**src/include/uart_params.svh**
```systemverilog
`ifndef UART_PARAMS_SVH
`define UART_PARAMS_SVH

// Frame payload width
`define UART_DATA_W 8

// Oversample ticks per serial bit
`define UART_OVERSAMPLE 16

// Baud divisor counter width, holds the 300 baud divisor
`define UART_DIV_W 16

// Host side FIFO entries, kept a power of two
`define UART_FIFO_DEPTH 4

// Credits granted to the FIFO out of reset
`define UART_CREDITS 4

`endif

```
**src/uart_cfg_pkg.sv**
```systemverilog
`include "uart_params.svh"

package uart_cfg_pkg;

    // Rate select, slowest first
    typedef enum logic [2:0] {
        BAUD_300,
        BAUD_1200,
        BAUD_4800,
        BAUD_9600,
        BAUD_19200,
        BAUD_38400,
        BAUD_57600,
        BAUD_115200
    } baud_sel_t;

    // clk cycles per 16x tick
    // 50 MHz / (16 * rate), rounded to nearest
    function automatic logic [`UART_DIV_W-1:0] baud_divisor(input baud_sel_t sel);
        logic [`UART_DIV_W-1:0] div;
        case (sel)
            BAUD_300:    div = `UART_DIV_W'(10417);
            BAUD_1200:   div = `UART_DIV_W'(2604);
            BAUD_4800:   div = `UART_DIV_W'(651);
            BAUD_9600:   div = `UART_DIV_W'(326);
            BAUD_19200:  div = `UART_DIV_W'(163);
            BAUD_38400:  div = `UART_DIV_W'(81);
            BAUD_57600:  div = `UART_DIV_W'(54);
            default:     div = `UART_DIV_W'(27); // 115200
        endcase
        return div;
    endfunction

endpackage

```
**src/uart_frame_pkg.sv**
```systemverilog
package uart_frame_pkg;

    // Receiver FSM states
    typedef enum logic [2:0] {
        DISABLED,     // rx_en low
        IDLE,         // Line idle, waiting for a falling edge
        START_BIT,    // Confirming start at mid-bit
        DATA,         // Eight data bits, LSB first
        PARITY,       // Even parity bit
        STOP,         // Stop bit, push on good frame
        PERROR_LOCK,  // Held until rx_en drops
        FERROR_LOCK   // Held until rx_en drops
    } rx_state_t;

    // Error flags out of the receiver
    typedef struct packed {
        logic ferror; // Stop bit low or noisy vote
        logic perror; // Even parity mismatch
    } rx_status_t;

endpackage

```
**src/uart_sample_if.sv**
```systemverilog
`timescale 1ns/1ps

// Oversample tick and voted line state between baud gen, sampler and FSM
interface uart_sample_if;

    logic tick;       // One clk wide, 16 per bit
    logic rxd_sync;   // Line after the synchronizer
    logic bit_value;  // Majority of last three ticks
    logic bit_stable; // All three samples agree

    modport gen (
        output tick
    );

    modport sampler (
        input  tick,
        output rxd_sync,
        output bit_value,
        output bit_stable
    );

    // Receiver view
    modport rx (
        input tick,
        input rxd_sync,
        input bit_value,
        input bit_stable
    );

endinterface

```
**src/uart_baud_gen.sv**
```systemverilog
`timescale 1ns/1ps
`include "uart_params.svh"

module uart_baud_gen import uart_cfg_pkg::*; (
    input  logic       clk,
    input  logic       reset,
    input  logic       rx_en,
    input  baud_sel_t  baud_select,
    uart_sample_if.gen sample_if
);
    logic [`UART_DIV_W-1:0] divisor;
    logic [`UART_DIV_W-1:0] count;      // Cycles left to next tick
    baud_sel_t              sel_q;      // Rate seen last cycle
    logic                   sel_change;
    logic                   reload;

    assign divisor    = baud_divisor(baud_select);
    assign sel_change = (baud_select != sel_q);

    // Fresh phase on enable or rate change
    assign reload = !rx_en || sel_change;

    always_ff @(posedge clk or posedge reset) begin
        if (reset) begin
            count <= '0;
            sel_q <= BAUD_300;
        end else begin
            sel_q <= baud_select;
            if (reload || count == '0) begin
                count <= divisor - 1'b1; // Period of exactly divisor cycles
            end else begin
                count <= count - 1'b1;
            end
        end
    end

    // Tick on terminal count, never while reloading
    assign sample_if.tick = !reload && (count == '0);

endmodule

```
**src/uart_receiver.sv**
```systemverilog
`timescale 1ns/1ps
`include "uart_params.svh"

module uart_receiver import uart_cfg_pkg::*, uart_frame_pkg::*; (
    input  logic                    clk,
    input  logic                    reset,
    input  logic                    rx_en,
    input  baud_sel_t               baud_select,
    input  logic                    rxd,
    output logic                    push,
    output logic [`UART_DATA_W-1:0] push_data,
    output rx_status_t              status
);
    localparam int PHASE_W   = $clog2(`UART_OVERSAMPLE);
    localparam int BIT_CNT_W = $clog2(`UART_DATA_W);
    // Phase right after tick 9 has landed in the vote history
    localparam int DECIDE_PHASE = `UART_OVERSAMPLE / 2 + 1;

    rx_state_t            state;
    rx_state_t            state_next;
    logic [PHASE_W-1:0]   phase;    // Tick count within the current bit
    logic [BIT_CNT_W-1:0] bit_cnt;  // Data bits taken
    logic                 tick_q;   // Tick delayed past the sampler update
    logic                 decide;   // Mid-bit decision strobe

    uart_sample_if sample_bus ();

    uart_baud_gen u_baud_gen (
        .clk         (clk),
        .reset       (reset),
        .rx_en       (rx_en),
        .baud_select (baud_select),
        .sample_if   (sample_bus.gen)
    );

    uart_rx_sampler u_sampler (
        .clk       (clk),
        .reset     (reset),
        .rxd       (rxd),
        .sample_if (sample_bus.sampler)
    );

    assign decide = tick_q && (phase == PHASE_W'(DECIDE_PHASE));

    always_ff @(posedge clk or posedge reset) begin
        if (reset) begin
            state   <= DISABLED;
            phase   <= '0;
            bit_cnt <= '0;
            tick_q  <= 1'b0;
        end else begin
            state  <= state_next;
            tick_q <= sample_bus.tick;
            if (state == IDLE) begin
                phase <= '0; // Realign on every start edge
            end else if (sample_bus.tick) begin
                phase <= phase + 1'b1;
            end
            if (state == START_BIT) begin
                bit_cnt <= '0;
            end else if (state == DATA && decide) begin
                bit_cnt <= bit_cnt + 1'b1;
            end
        end
    end

    // LSB first so shift in from the top
    always_ff @(posedge clk) begin
        if (state == DATA && decide) begin
            push_data <= {sample_bus.bit_value, push_data[`UART_DATA_W-1:1]};
        end
    end

    always_comb begin
        state_next = state;
        push       = 1'b0;
        if (!rx_en) begin
            state_next = DISABLED; // Also the only way out of a lock
        end else begin
            case (state)
                DISABLED: state_next = IDLE;
                IDLE: begin
                    if (!sample_bus.rxd_sync) state_next = START_BIT;
                end
                START_BIT: begin
                    if (decide) begin
                        if (sample_bus.bit_value) state_next = IDLE; // Glitch dropped quietly
                        else if (!sample_bus.bit_stable) state_next = FERROR_LOCK;
                        else state_next = DATA;
                    end
                end
                DATA: begin
                    if (decide) begin
                        if (!sample_bus.bit_stable) state_next = FERROR_LOCK;
                        else if (bit_cnt == BIT_CNT_W'(`UART_DATA_W - 1)) state_next = PARITY;
                    end
                end
                PARITY: begin
                    if (decide) begin
                        if (!sample_bus.bit_stable) state_next = FERROR_LOCK;
                        else if (sample_bus.bit_value != ^push_data) state_next = PERROR_LOCK;
                        else state_next = STOP;
                    end
                end
                STOP: begin
                    if (decide) begin
                        if (sample_bus.bit_stable && sample_bus.bit_value) begin
                            push       = 1'b1; // Byte already complete in push_data
                            state_next = IDLE;
                        end else begin
                            state_next = FERROR_LOCK;
                        end
                    end
                end
                PERROR_LOCK, FERROR_LOCK: state_next = state;
            endcase
        end
    end

    // Flags mirror the lock states
    assign status.ferror = (state == FERROR_LOCK);
    assign status.perror = (state == PERROR_LOCK);

endmodule

```
**src/uart_rx_fifo.sv**
```systemverilog
`timescale 1ns/1ps
`include "uart_params.svh"

module uart_rx_fifo (
    input  logic                    clk,
    input  logic                    reset,
    input  logic                    push,
    input  logic [`UART_DATA_W-1:0] push_data,
    input  logic                    credit_return,
    output logic                    word_valid,
    output logic [`UART_DATA_W-1:0] word_data,
    output logic                    overrun
);
    localparam int PTR_W  = $clog2(`UART_FIFO_DEPTH);
    localparam int CNT_W  = $clog2(`UART_FIFO_DEPTH + 1);
    localparam int CRED_W = $clog2(`UART_CREDITS + 1);

    logic [`UART_DATA_W-1:0] mem [`UART_FIFO_DEPTH];
    logic [PTR_W-1:0]        wr_ptr;   // Wraps on its own, depth is 2**n
    logic [PTR_W-1:0]        rd_ptr;
    logic [CNT_W-1:0]        count;    // Entries held
    logic [CRED_W-1:0]       credits;  // Host credits still available
    logic                    full;
    logic                    wr;
    logic                    fire;     // Launch one word toward the host

    assign full = (count == CNT_W'(`UART_FIFO_DEPTH));
    assign wr   = push && !full;       // Push into a full FIFO is lost
    assign fire = (count != '0) && (credits != '0);

    always_ff @(posedge clk) begin
        if (wr) mem[wr_ptr] <= push_data;
        if (fire) word_data <= mem[rd_ptr];
    end

    always_ff @(posedge clk or posedge reset) begin
        if (reset) begin
            wr_ptr     <= '0;
            rd_ptr     <= '0;
            count      <= '0;
            credits    <= CRED_W'(`UART_CREDITS);
            word_valid <= 1'b0;
            overrun    <= 1'b0;
        end else begin
            word_valid <= fire; // Lines up with word_data
            if (wr) wr_ptr <= wr_ptr + 1'b1;
            if (fire) rd_ptr <= rd_ptr + 1'b1;
            if (wr && !fire) count <= count + 1'b1;
            else if (fire && !wr) count <= count - 1'b1;
            // Spend on launch, refill on return, never above the grant
            if (fire && !credit_return) begin
                credits <= credits - 1'b1;
            end else if (!fire && credit_return && credits != CRED_W'(`UART_CREDITS)) begin
                credits <= credits + 1'b1;
            end
            if (push && full) overrun <= 1'b1; // Sticky
        end
    end

endmodule

```
**src/uart_rx_sampler.sv**
```systemverilog
`timescale 1ns/1ps

module uart_rx_sampler (
    input  logic           clk,
    input  logic           reset,
    input  logic           rxd,
    uart_sample_if.sampler sample_if
);
    logic       rxd_meta;  // First sync stage
    logic       rxd_sync;  // Second sync stage
    logic [2:0] history;   // Newest sample in bit 0

    // Two flop synchronizer, idles high like the line
    always_ff @(posedge clk or posedge reset) begin
        if (reset) begin
            rxd_meta <= 1'b1;
            rxd_sync <= 1'b1;
        end else begin
            rxd_meta <= rxd;
            rxd_sync <= rxd_meta;
        end
    end

    // One sample per oversample tick
    always_ff @(posedge clk or posedge reset) begin
        if (reset) begin
            history <= 3'b111;
        end else if (sample_if.tick) begin
            history <= {history[1:0], rxd_sync};
        end
    end

    assign sample_if.rxd_sync = rxd_sync;

    // 2 of 3 vote
    assign sample_if.bit_value = (history[0] & history[1]) |
                                 (history[0] & history[2]) |
                                 (history[1] & history[2]);

    // Unanimous samples only
    assign sample_if.bit_stable = (&history) || !(|history);

endmodule

```
**src/uart_rx_top.sv**
```systemverilog
`timescale 1ns/1ps
`include "uart_params.svh"

module uart_rx_top import uart_cfg_pkg::*, uart_frame_pkg::*; (
    input  logic                    clk,
    input  logic                    reset,
    input  logic                    rx_en,
    input  logic [2:0]              baud_select,
    input  logic                    rxd,
    input  logic                    credit_return,
    output logic                    word_valid,
    output logic [`UART_DATA_W-1:0] word_data,
    output logic                    ferror,
    output logic                    perror,
    output logic                    overrun
);
    logic                    push;      // One cycle per good frame
    logic [`UART_DATA_W-1:0] push_data;
    rx_status_t              status;

    uart_receiver u_receiver (
        .clk         (clk),
        .reset       (reset),
        .rx_en       (rx_en),
        .baud_select (baud_sel_t'(baud_select)),
        .rxd         (rxd),
        .push        (push),
        .push_data   (push_data),
        .status      (status)
    );

    uart_rx_fifo u_fifo (
        .clk           (clk),
        .reset         (reset),
        .push          (push),
        .push_data     (push_data),
        .credit_return (credit_return),
        .word_valid    (word_valid),
        .word_data     (word_data),
        .overrun       (overrun)
    );

    // Error flags out to pins
    assign ferror = status.ferror;
    assign perror = status.perror;

endmodule

```
**config.mk**
```make
export PLATFORM = sky130hd
export DESIGN_NAME = uart_rx_top
export DESIGN_NICKNAME = d
export VERILOG_FILES = /design/src/uart_cfg_pkg.sv /design/src/uart_frame_pkg.sv /design/src/uart_sample_if.sv /design/src/uart_baud_gen.sv /design/src/uart_receiver.sv /design/src/uart_rx_fifo.sv /design/src/uart_rx_sampler.sv /design/src/uart_rx_top.sv
export VERILOG_INCLUDE_DIRS = /design/src /design/src/include
export SDC_FILE = /design/constraint.sdc
export NUM_CORES = 1
export LEC_CHECK = 0
export ABC_AREA = 1
export BUFFER_PORTS_ARGS = -buffer_cell sky130_fd_sc_hd__buf_4
export CORE_ASPECT_RATIO = 0.9
export CORE_UTILIZATION = 40
export DETAILED_ROUTE_END_ITERATION = 12
export MAX_ROUTING_LAYER = met4
export PLACE_DENSITY_LB_ADDON = 0.05
export SETUP_SLACK_MARGIN = 0.05
export SYNTH_ARGS = -nofsm -noshare
export SYNTH_HDL_FRONTEND = slang
export SYNTH_SLANG_ARGS = --single-unit
```
**constraint.sdc**
```tcl
create_clock -name clk -period 2.5 [get_ports clk]
set_input_delay 0.5 -clock clk [delete_from_list [all_inputs] [get_ports clk]]
set_output_delay 0.5 -clock clk [all_outputs]
set_load 0.01 [all_outputs]
```
======== Yosys cells after proc, flatten, opt, wreduce, memory -nomap -nowiden ========
Memories as Yosys holds them, arrays and structs flattened. A register that Yosys moved wholly into a read port is not among the register bits.
Index checks and enable logic that the tools add are counted.
storage, ports and cells
  register bits after elaboration ......... 55
  memory bits (writable) .................. 32
  input bits .............................. 8
  memories kept ........................... 1
memory list
  name        words  bits a word  read ports  clocked after Yosys merged registers in  write ports  RTL line            text
  u_fifo.mem  4      8            1           1                                        1            uart_rx_fifo.sv:18  logic [`UART_DATA_W-1:0] mem [`UART_FIFO_DEPTH];
cells by class
  $add $sub $neg .......................... 10
  eq/ne operators ......................... 26
  muxes and demuxes ....................... 30
  bitwise operators ....................... 5
  reductions and logical operators ........ 36
operator list
  operator                                              number
  one-hot mux 14 bit (7 select lines)                   1
  two-way mux 3 bit                                     18
  subtractor 16 x 1 -> 16 bit (second input constant)   2
  equality test 3 bit (second input constant)           9
  one-hot mux 3 bit (6 select lines)                    1
  logical NOT 16 bit                                    1
  two-way mux 16 bit                                    1
  equality test 3 x 2 -> 1 bit (second input constant)  4
  logical AND 1 bit                                     12
  != test 3 x 2 -> 1 bit (second input constant)        4
  adder 3 x 1 -> 3 bit (second input constant)          3
  two-way mux 4 bit                                     2
  nonzero test 2 bit                                    4
  parity 8 bit                                          1
  logical NOT 1 bit                                     7
  AND reduction 7 bit                                   1
  equality test 3 x 1 -> 1 bit (second input constant)  2
  logical NOT 3 bit                                     2
  two-way mux 1 bit                                     6
  != test 3 bit (second input constant)                 2
  nonzero test 3 bit                                    2
  subtractor 3 x 1 -> 3 bit (second input constant)     2
  adder 2 x 1 -> 2 bit (second input constant)          2
  adder 4 x 1 -> 4 bit (second input constant)          1
  other kinds (12)                                      17

======== Longest topological paths before layout ========
  depth after elaboration ................. 13
  mapped depth ............................ 16
  gate-level depth less buffers ........... 14

======== By module ========
A second synthesis with hierarchy kept.
second synthesis, totals
  cell total of the unflattened synthesis .. 547
  area, all modules ....................... 4912.2 um2
by module, submodules not included
  module           instances  cells an instance  area an instance (um2)
  uart_rx_fifo     1          164                2159.6
  uart_baud_gen    1          217                1446.4
  uart_receiver    1          143                1097.3
  uart_rx_sampler  1          23                 209.0

======== Worst setup path before layout ========
Ideal clock, no wire load.
  path kind ............................... reg-to-reg
  start point ............................. register u_receiver.u_sampler.history[0]
  end point ............................... register u_fifo.count[2]
  data arrival time ....................... 2.234 ns
  setup slack ............................. 0.136 ns
  cell stages (with the launch flop) ...... 13
  buffers on the path ..................... 0
  clock period less this slack ............ 2.364 ns
  cells stage by stage .................... dfstp_2 -> nand2_1 -> inv_1 -> nand2_1 -> nor4_1 -> inv_1 -> nor2_1 -> ha_1 -> inv_1 -> fa_1 -> a21oi_1 -> o21ai_0 -> xor2_1
between the ends
  word-level cells in the longest chain between the ends .. 12
  elaborated cells on any way between the ends .. 19
  classes of those cells .................. mux: 5; bitwise: 4; reduce/logical: 10
ends and longest elaborated chain
  item                                                          RTL line                                      text
  start, declared                                               uart_rx_sampler.sv:11                         logic [2:0] history;
  start signal, assigned                                        uart_rx_sampler.sv:29                         history <= {history[1:0], rxd_sync};
  bitwise AND 1 bit, or another cell as far along               uart_rx_sampler.sv:36                         assign sample_if.bit_value = (history[0] & history[1]) |
  bitwise OR 1 bit / logical NOT 1 bit (equally long branches)  uart_rx_sampler.sv:36, uart_rx_sampler.sv:41
  bitwise OR 1 bit / logical OR 1 bit (equally long branches)   uart_rx_sampler.sv:37, uart_rx_sampler.sv:41
  logical AND 1 bit (*)                                         uart_receiver.sv:107                          if (sample_bus.bit_stable && sample_bus.bit_value) begin
  two-way mux 1 bit (*)                                         uart_receiver.sv:107
  two-way mux 1 bit (*)                                         uart_receiver.sv:106                          if (decide) begin
  two-way mux 1 bit (*)                                         uart_receiver.sv:80                           case (state)
  two-way mux 1 bit (*)                                         uart_receiver.sv:77                           if (!rx_en) begin
  logical AND 1 bit (*)                                         uart_rx_fifo.sv:28                            assign wr = push && !full;
  via u_fifo.wr                                                 uart_rx_fifo.sv:24                            logic wr;
  logical NOT 1 bit                                             uart_rx_fifo.sv:49                            else if (fire && !wr) count <= count - 1'b1;
  logical AND 1 bit                                             uart_rx_fifo.sv:49
  nonzero test 2 bit (no source line)                           -
  end signal, assigned                                          uart_rx_fifo.sv:48                            if (wr && !fire) count <= count + 1'b1;
  end signal, assigned                                          uart_rx_fifo.sv:49
  end, declared                                                 uart_rx_fifo.sv:21                            logic [CNT_W-1:0] count;
The timed path passes the listed nets; every way through them passes the cells marked *.
A chain may end at the register's enable or synchronous reset.

======== Worst setup path after layout ========
  start point ............................. register u_receiver.phase[1]
  end point ............................... register u_fifo.count[2]
between the ends
  word-level cells in the longest chain between the ends .. 9
  elaborated cells on any way between the ends .. 11
  classes of those cells .................. eq/ne: 1; mux: 4; reduce/logical: 6
ends and longest elaborated chain
  item                                 RTL line              text
  start, declared                      uart_receiver.sv:21   logic [PHASE_W-1:0] phase;
  start signal, assigned               uart_receiver.sv:57   phase <= phase + 1'b1;
  equality test 4 bit (*)              uart_receiver.sv:43   assign decide = tick_q && (phase == PHASE_W'(DECIDE_PHASE));
  logical AND 1 bit (*)                uart_receiver.sv:43
  two-way mux 1 bit (*)                uart_receiver.sv:106
  two-way mux 1 bit (*)                uart_receiver.sv:80
  two-way mux 1 bit (*)                uart_receiver.sv:77
  logical AND 1 bit (*)                uart_rx_fifo.sv:28
  via u_fifo.wr                        uart_rx_fifo.sv:24
  logical NOT 1 bit                    uart_rx_fifo.sv:49
  logical AND 1 bit                    uart_rx_fifo.sv:49
  nonzero test 2 bit (no source line)  -
Marked as above.

==> metrics.md <==
| Metric | Value |
|---|---|
| Status | finished clean |
| Critical path's slowest cell | dfrtp_1 |
| Worst setup EP type | flop |
| Worst-path clk slew | 70 ps |
| Vias | 3406 |
| Final worst-path cycle share | 93.1% |
| Max cap viols | 0 |
| Syn_nets | 527 |
| TritonCTS Buffers | 9 |
| Gpl congestion | 0.836 |
| Worst path max stage delay | 390 ps |
| RSZ-0062 raised after global routing | no |
| Fill cell count | 1126 |
| Cell Rows | 37 |
| Cell Area, Synth | 4730 µm² |
| Die width | 117 µm |
| Port-buffer cells | 19 |
| Most frequent cells in the layout | nand2_1, nor2_1, inv_1 |
| Time the worst path needs with I/O delays and setup | 2330 ps |
| Reg power frac | 45.2% |
| CP Class | reg -> reg |
| Fin nets | 569 |
| Vias in the first global route | 3294 |
| Post-route ant nets | 0 |
| Total gr overflow | 0 |
| Area contributors post-synth | edfxtp_1, dfrtp_1, nand2_1 |
| Data arrival, critical path | 2560 ps |
| CTS root buffer | clkbuf_16 |
| Slew Viols, Final | 0 |
| PwrDens | 815 nW/µm² |
| Commonest non-fill, non-tap cell in the layout | nand2_1 |
| Setup crit start kind | flop |
| WHS | 196 ps |
| Final wirelength | 9120 µm |
| Maximum root-to-sink buffer count | 2 |
| Largest net degree at the start of global routing | 26 |
| Post-synth top area cell | edfxtp_1 |
| Layout cells sized above 1 | 20.4% |
| Initial core utilization | 41.2% |
| Post-Place Worst Slack | -210 ps |
| Mapped Cells | 506 |
| Skew-Pair Late Insertion Delay | 350 ps |
| Post-synth top area share | 30.5% |
| Synth cell types | 40 |
| Comb power frac | 24.4% |
| Post-DP HPWL | 6420 µm |
| Remaining DRCs | 0 |
| TritonCTS clock tree | done |
| Int Pwr | 3.12 mW |
| DR vias/cell | 4.80 |
| Core area | 11500 µm² |
| Switching share of power | 30.8% |
| Worst r2r dst | u_fifo.count[2]$_DFFE_PP0P_ |
| Layout Cells excl Fill | 709 |
| Die area | 12300 µm² |
| LEAKAGE | 2.47 nW |
| Setup violators final | 0 |
| First-pass GRT wire length | 15600 µm |
| Worst-path fanout max | 3 |
| Relative slew slack | 62.3% |
| Yosys warning total | 0 |
| Antenna fix cells | 0 |
| Syn Area/Cell | 9.34 µm² |
| Peak supply drop | 0.406 mV |
| Register area share after synthesis | 55.5% |
| Most frequent CP cell | inv_2 |
| CTS Hold Bufs | 0 |
| Final Skew | 9.02 ps |
| #FFs+latches synth | 95 |
| DRT iter0 DRCs | 178 |
| Measured slew at the worst slew-check pin | 565 ps |
| DR WL/cell | 12.9 µm |
| Clk sink count | 95 |
| Critical path cell sequence | inv_2 -> ha_4 -> nand4_1 -> nor4_4 -> buf_4 -> inv_2 -> nor2_4 -> ha_4 -> inv_2 -> fa_2 -> a21oi_2 -> o21ai_1 -> xor2_1 |
| Drt pass-1 iters | 4 |
| Final Hold Fails | 0 |
| Cell Count Post-Placement | 689 |
| GRT Total Usage | 17.4% |
| Die extent in y | 105 µm |
| Initial antenna violation count | 0 |
| R2r startpoint | u_receiver.phase[1]$_DFFE_PP0P_ |
| Net Switching | 1.39 mW |
| Depth of the most critical reg-to-reg path | 13 |
| Synth-to-Final Area Change | 17.0% |
| H-tree lvl count | 3 |
| Clock share of power | 30.3% |
| Setup ws final | 174 ps |
| Overall power | 4.51 mW |
| Worst min-delay path class | in -> async |
| Critical Path RT | 2730 ps |
| Max Freq | 0.430 GHz |
| I/O Pins | 20 |
| Reg2reg setup slack | 170 ps |
[critical path: cells and delay by family, from the launching register on]
family | cells | cell delay (ps)
adders and majority gates | 3 | 620
xor gates and xnor gates | 1 | 160
AOI/OAI and AO/OA | 2 | 190
buffers and inverters | 4 | 340
DFF | 1 | 390
and+or+nand+nor | 3 | 520
[per-layer routing]
layer  track usage [%]  up-vias  share of wire, %  wire (µm)
li1                  -     1739                 -          -
met5                 -        -                 0          0
met3              6.03        9               4.9        447
met4              5.61        0               1.3        119
met1              21.6     1595                48       4350
met2              26.3       63                46       4210
[flip-flops by register name, summed over array words and instances, names as in the netlist]
name / flops
u_fifo.count: 3
u_fifo.credits: 3
u_fifo.mem: 32
u_fifo.overrun: 1
u_fifo.rd_ptr: 2
u_fifo.word_data: 8
u_fifo.word_valid: 1
u_fifo.wr_ptr: 2
u_receiver.bit_cnt: 3
u_receiver.phase: 4
u_receiver.push_data: 8
u_receiver.state: 3
u_receiver.tick_q: 1
u_receiver.u_baud_gen.count: 16
u_receiver.u_baud_gen.sel_q: 3
u_receiver.u_sampler.history: 3
u_receiver.u_sampler.rxd_meta: 1
u_receiver.u_sampler.sample_if.rxd_sync: 1
[power groups by stage]
stage	logic (mW)	registers (mW)	clock network (mW)
finish	1.10	2.04	1.37
detailed placement	1.08	2.07	0
global route	1.28	2.08	1.48
floorplan	0.755	2.04	0
global placement	1.07	2.07	0
CTS	1.10	2.04	1.42
[Yosys cell counts]
| master | count |
|---|---|
| o21ai_4 | 1 |
| nor2_4 | 3 |
| nor3_2 | 2 |
| o21a_1 | 1 |
| nand2_2 | 12 |
| inv_1 | 59 |
| nor4_1 | 3 |
| o41ai_1 | 1 |
| buf_2 | 5 |
| and2b_1 | 1 |
| o21ai_0 | 31 |
| nor2_2 | 7 |
| or2_2 | 2 |
| xnor2_1 | 6 |
| inv_2 | 3 |
| nor2_1 | 69 |
| nand3_2 | 1 |
| a21oi_1 | 11 |
| xor2_1 | 11 |
| dfrtp_1 | 41 |
| a21boi_1 | 1 |
| mux2_2 | 1 |
| clkinv_1 | 2 |
| nand4_1 | 3 |
| nand2_1 | 95 |
| nand3b_1 | 5 |
| edfxtp_1 | 48 |
| a211oi_1 | 1 |
| buf_6 | 3 |
| fa_1 | 2 |
| a31oi_1 | 2 |
| clkbuf_1 | 4 |
| dfstp_2 | 6 |
| nand3_1 | 30 |
| nor3_1 | 10 |
| o21ai_1 | 1 |
| o22ai_1 | 8 |
| nand2_4 | 2 |
| ha_1 | 11 |
| a21o_1 | 1 |
[kinds of logic after synthesis]
kind of cell,count (synthesis),share of synthesized area [%]
fa+ha+maj,13,3.76
simple gates,245,23.6
xor+xnor,17,3.15
buf+inv,76,6.65
mux,1,0.238
flops,95,55.5
compound gates,59,7.04
[stage by stage]
step	TNS (ps)	util (%)	area, µm²
floorplan	0	-	4730
global placement	-276	44.8	5140
global route	0	48.2	5530
detailed placement	-334	44.8	5140
finish	0	48.2	5530
CTS	0	47.6	5460
[layout make-up]
| cell class | count | area (µm²) | area share (%) |
|---|---|---|---|
| sequential | 95 | 2630 | 47.5 |
| multi-input combinational | 335 | 1850 | 33.5 |
| timing repair buffer | 43 | 323 | 5.84 |
| inverter | 64 | 240 | 4.34 |
| clock buffer | 10 | 229 | 4.14 |
| tap | 156 | 195 | 3.53 |
| clock inverter | 6 | 66.3 | 1.20 |
[worst max path at each step]
stage	start	to	slack [ps]
5_1_grt	u_receiver.phase[1]$_DFFE_PP0P_	u_fifo.count[2]$_DFFE_PP0P_	40
3_5_place_dp	u_receiver.u_sampler.history[0]$_DFFE_PP1P_	u_fifo.count[2]$_DFFE_PP0P_	-210
4_1_cts	u_receiver.phase[1]$_DFFE_PP0P_	u_fifo.count[2]$_DFFE_PP0P_	80
3_3_place_gp	rx_en	u_fifo.count[2]$_DFFE_PP0P_	-190
6_report	u_receiver.phase[1]$_DFFE_PP0P_	u_fifo.count[2]$_DFFE_PP0P_	170
2_1_floorplan	u_receiver.u_sampler.history[0]$_DFFE_PP1P_	u_fifo.count[2]$_DFFE_PP0P_	140
[repair_timing]
item                                    CTS  global route
buffers inserted                          1             3
endpoints found under the setup margin    2             2
gates resized for setup                   5            14
pin swaps                                 2             5
(Power assumes the default switching activity.)
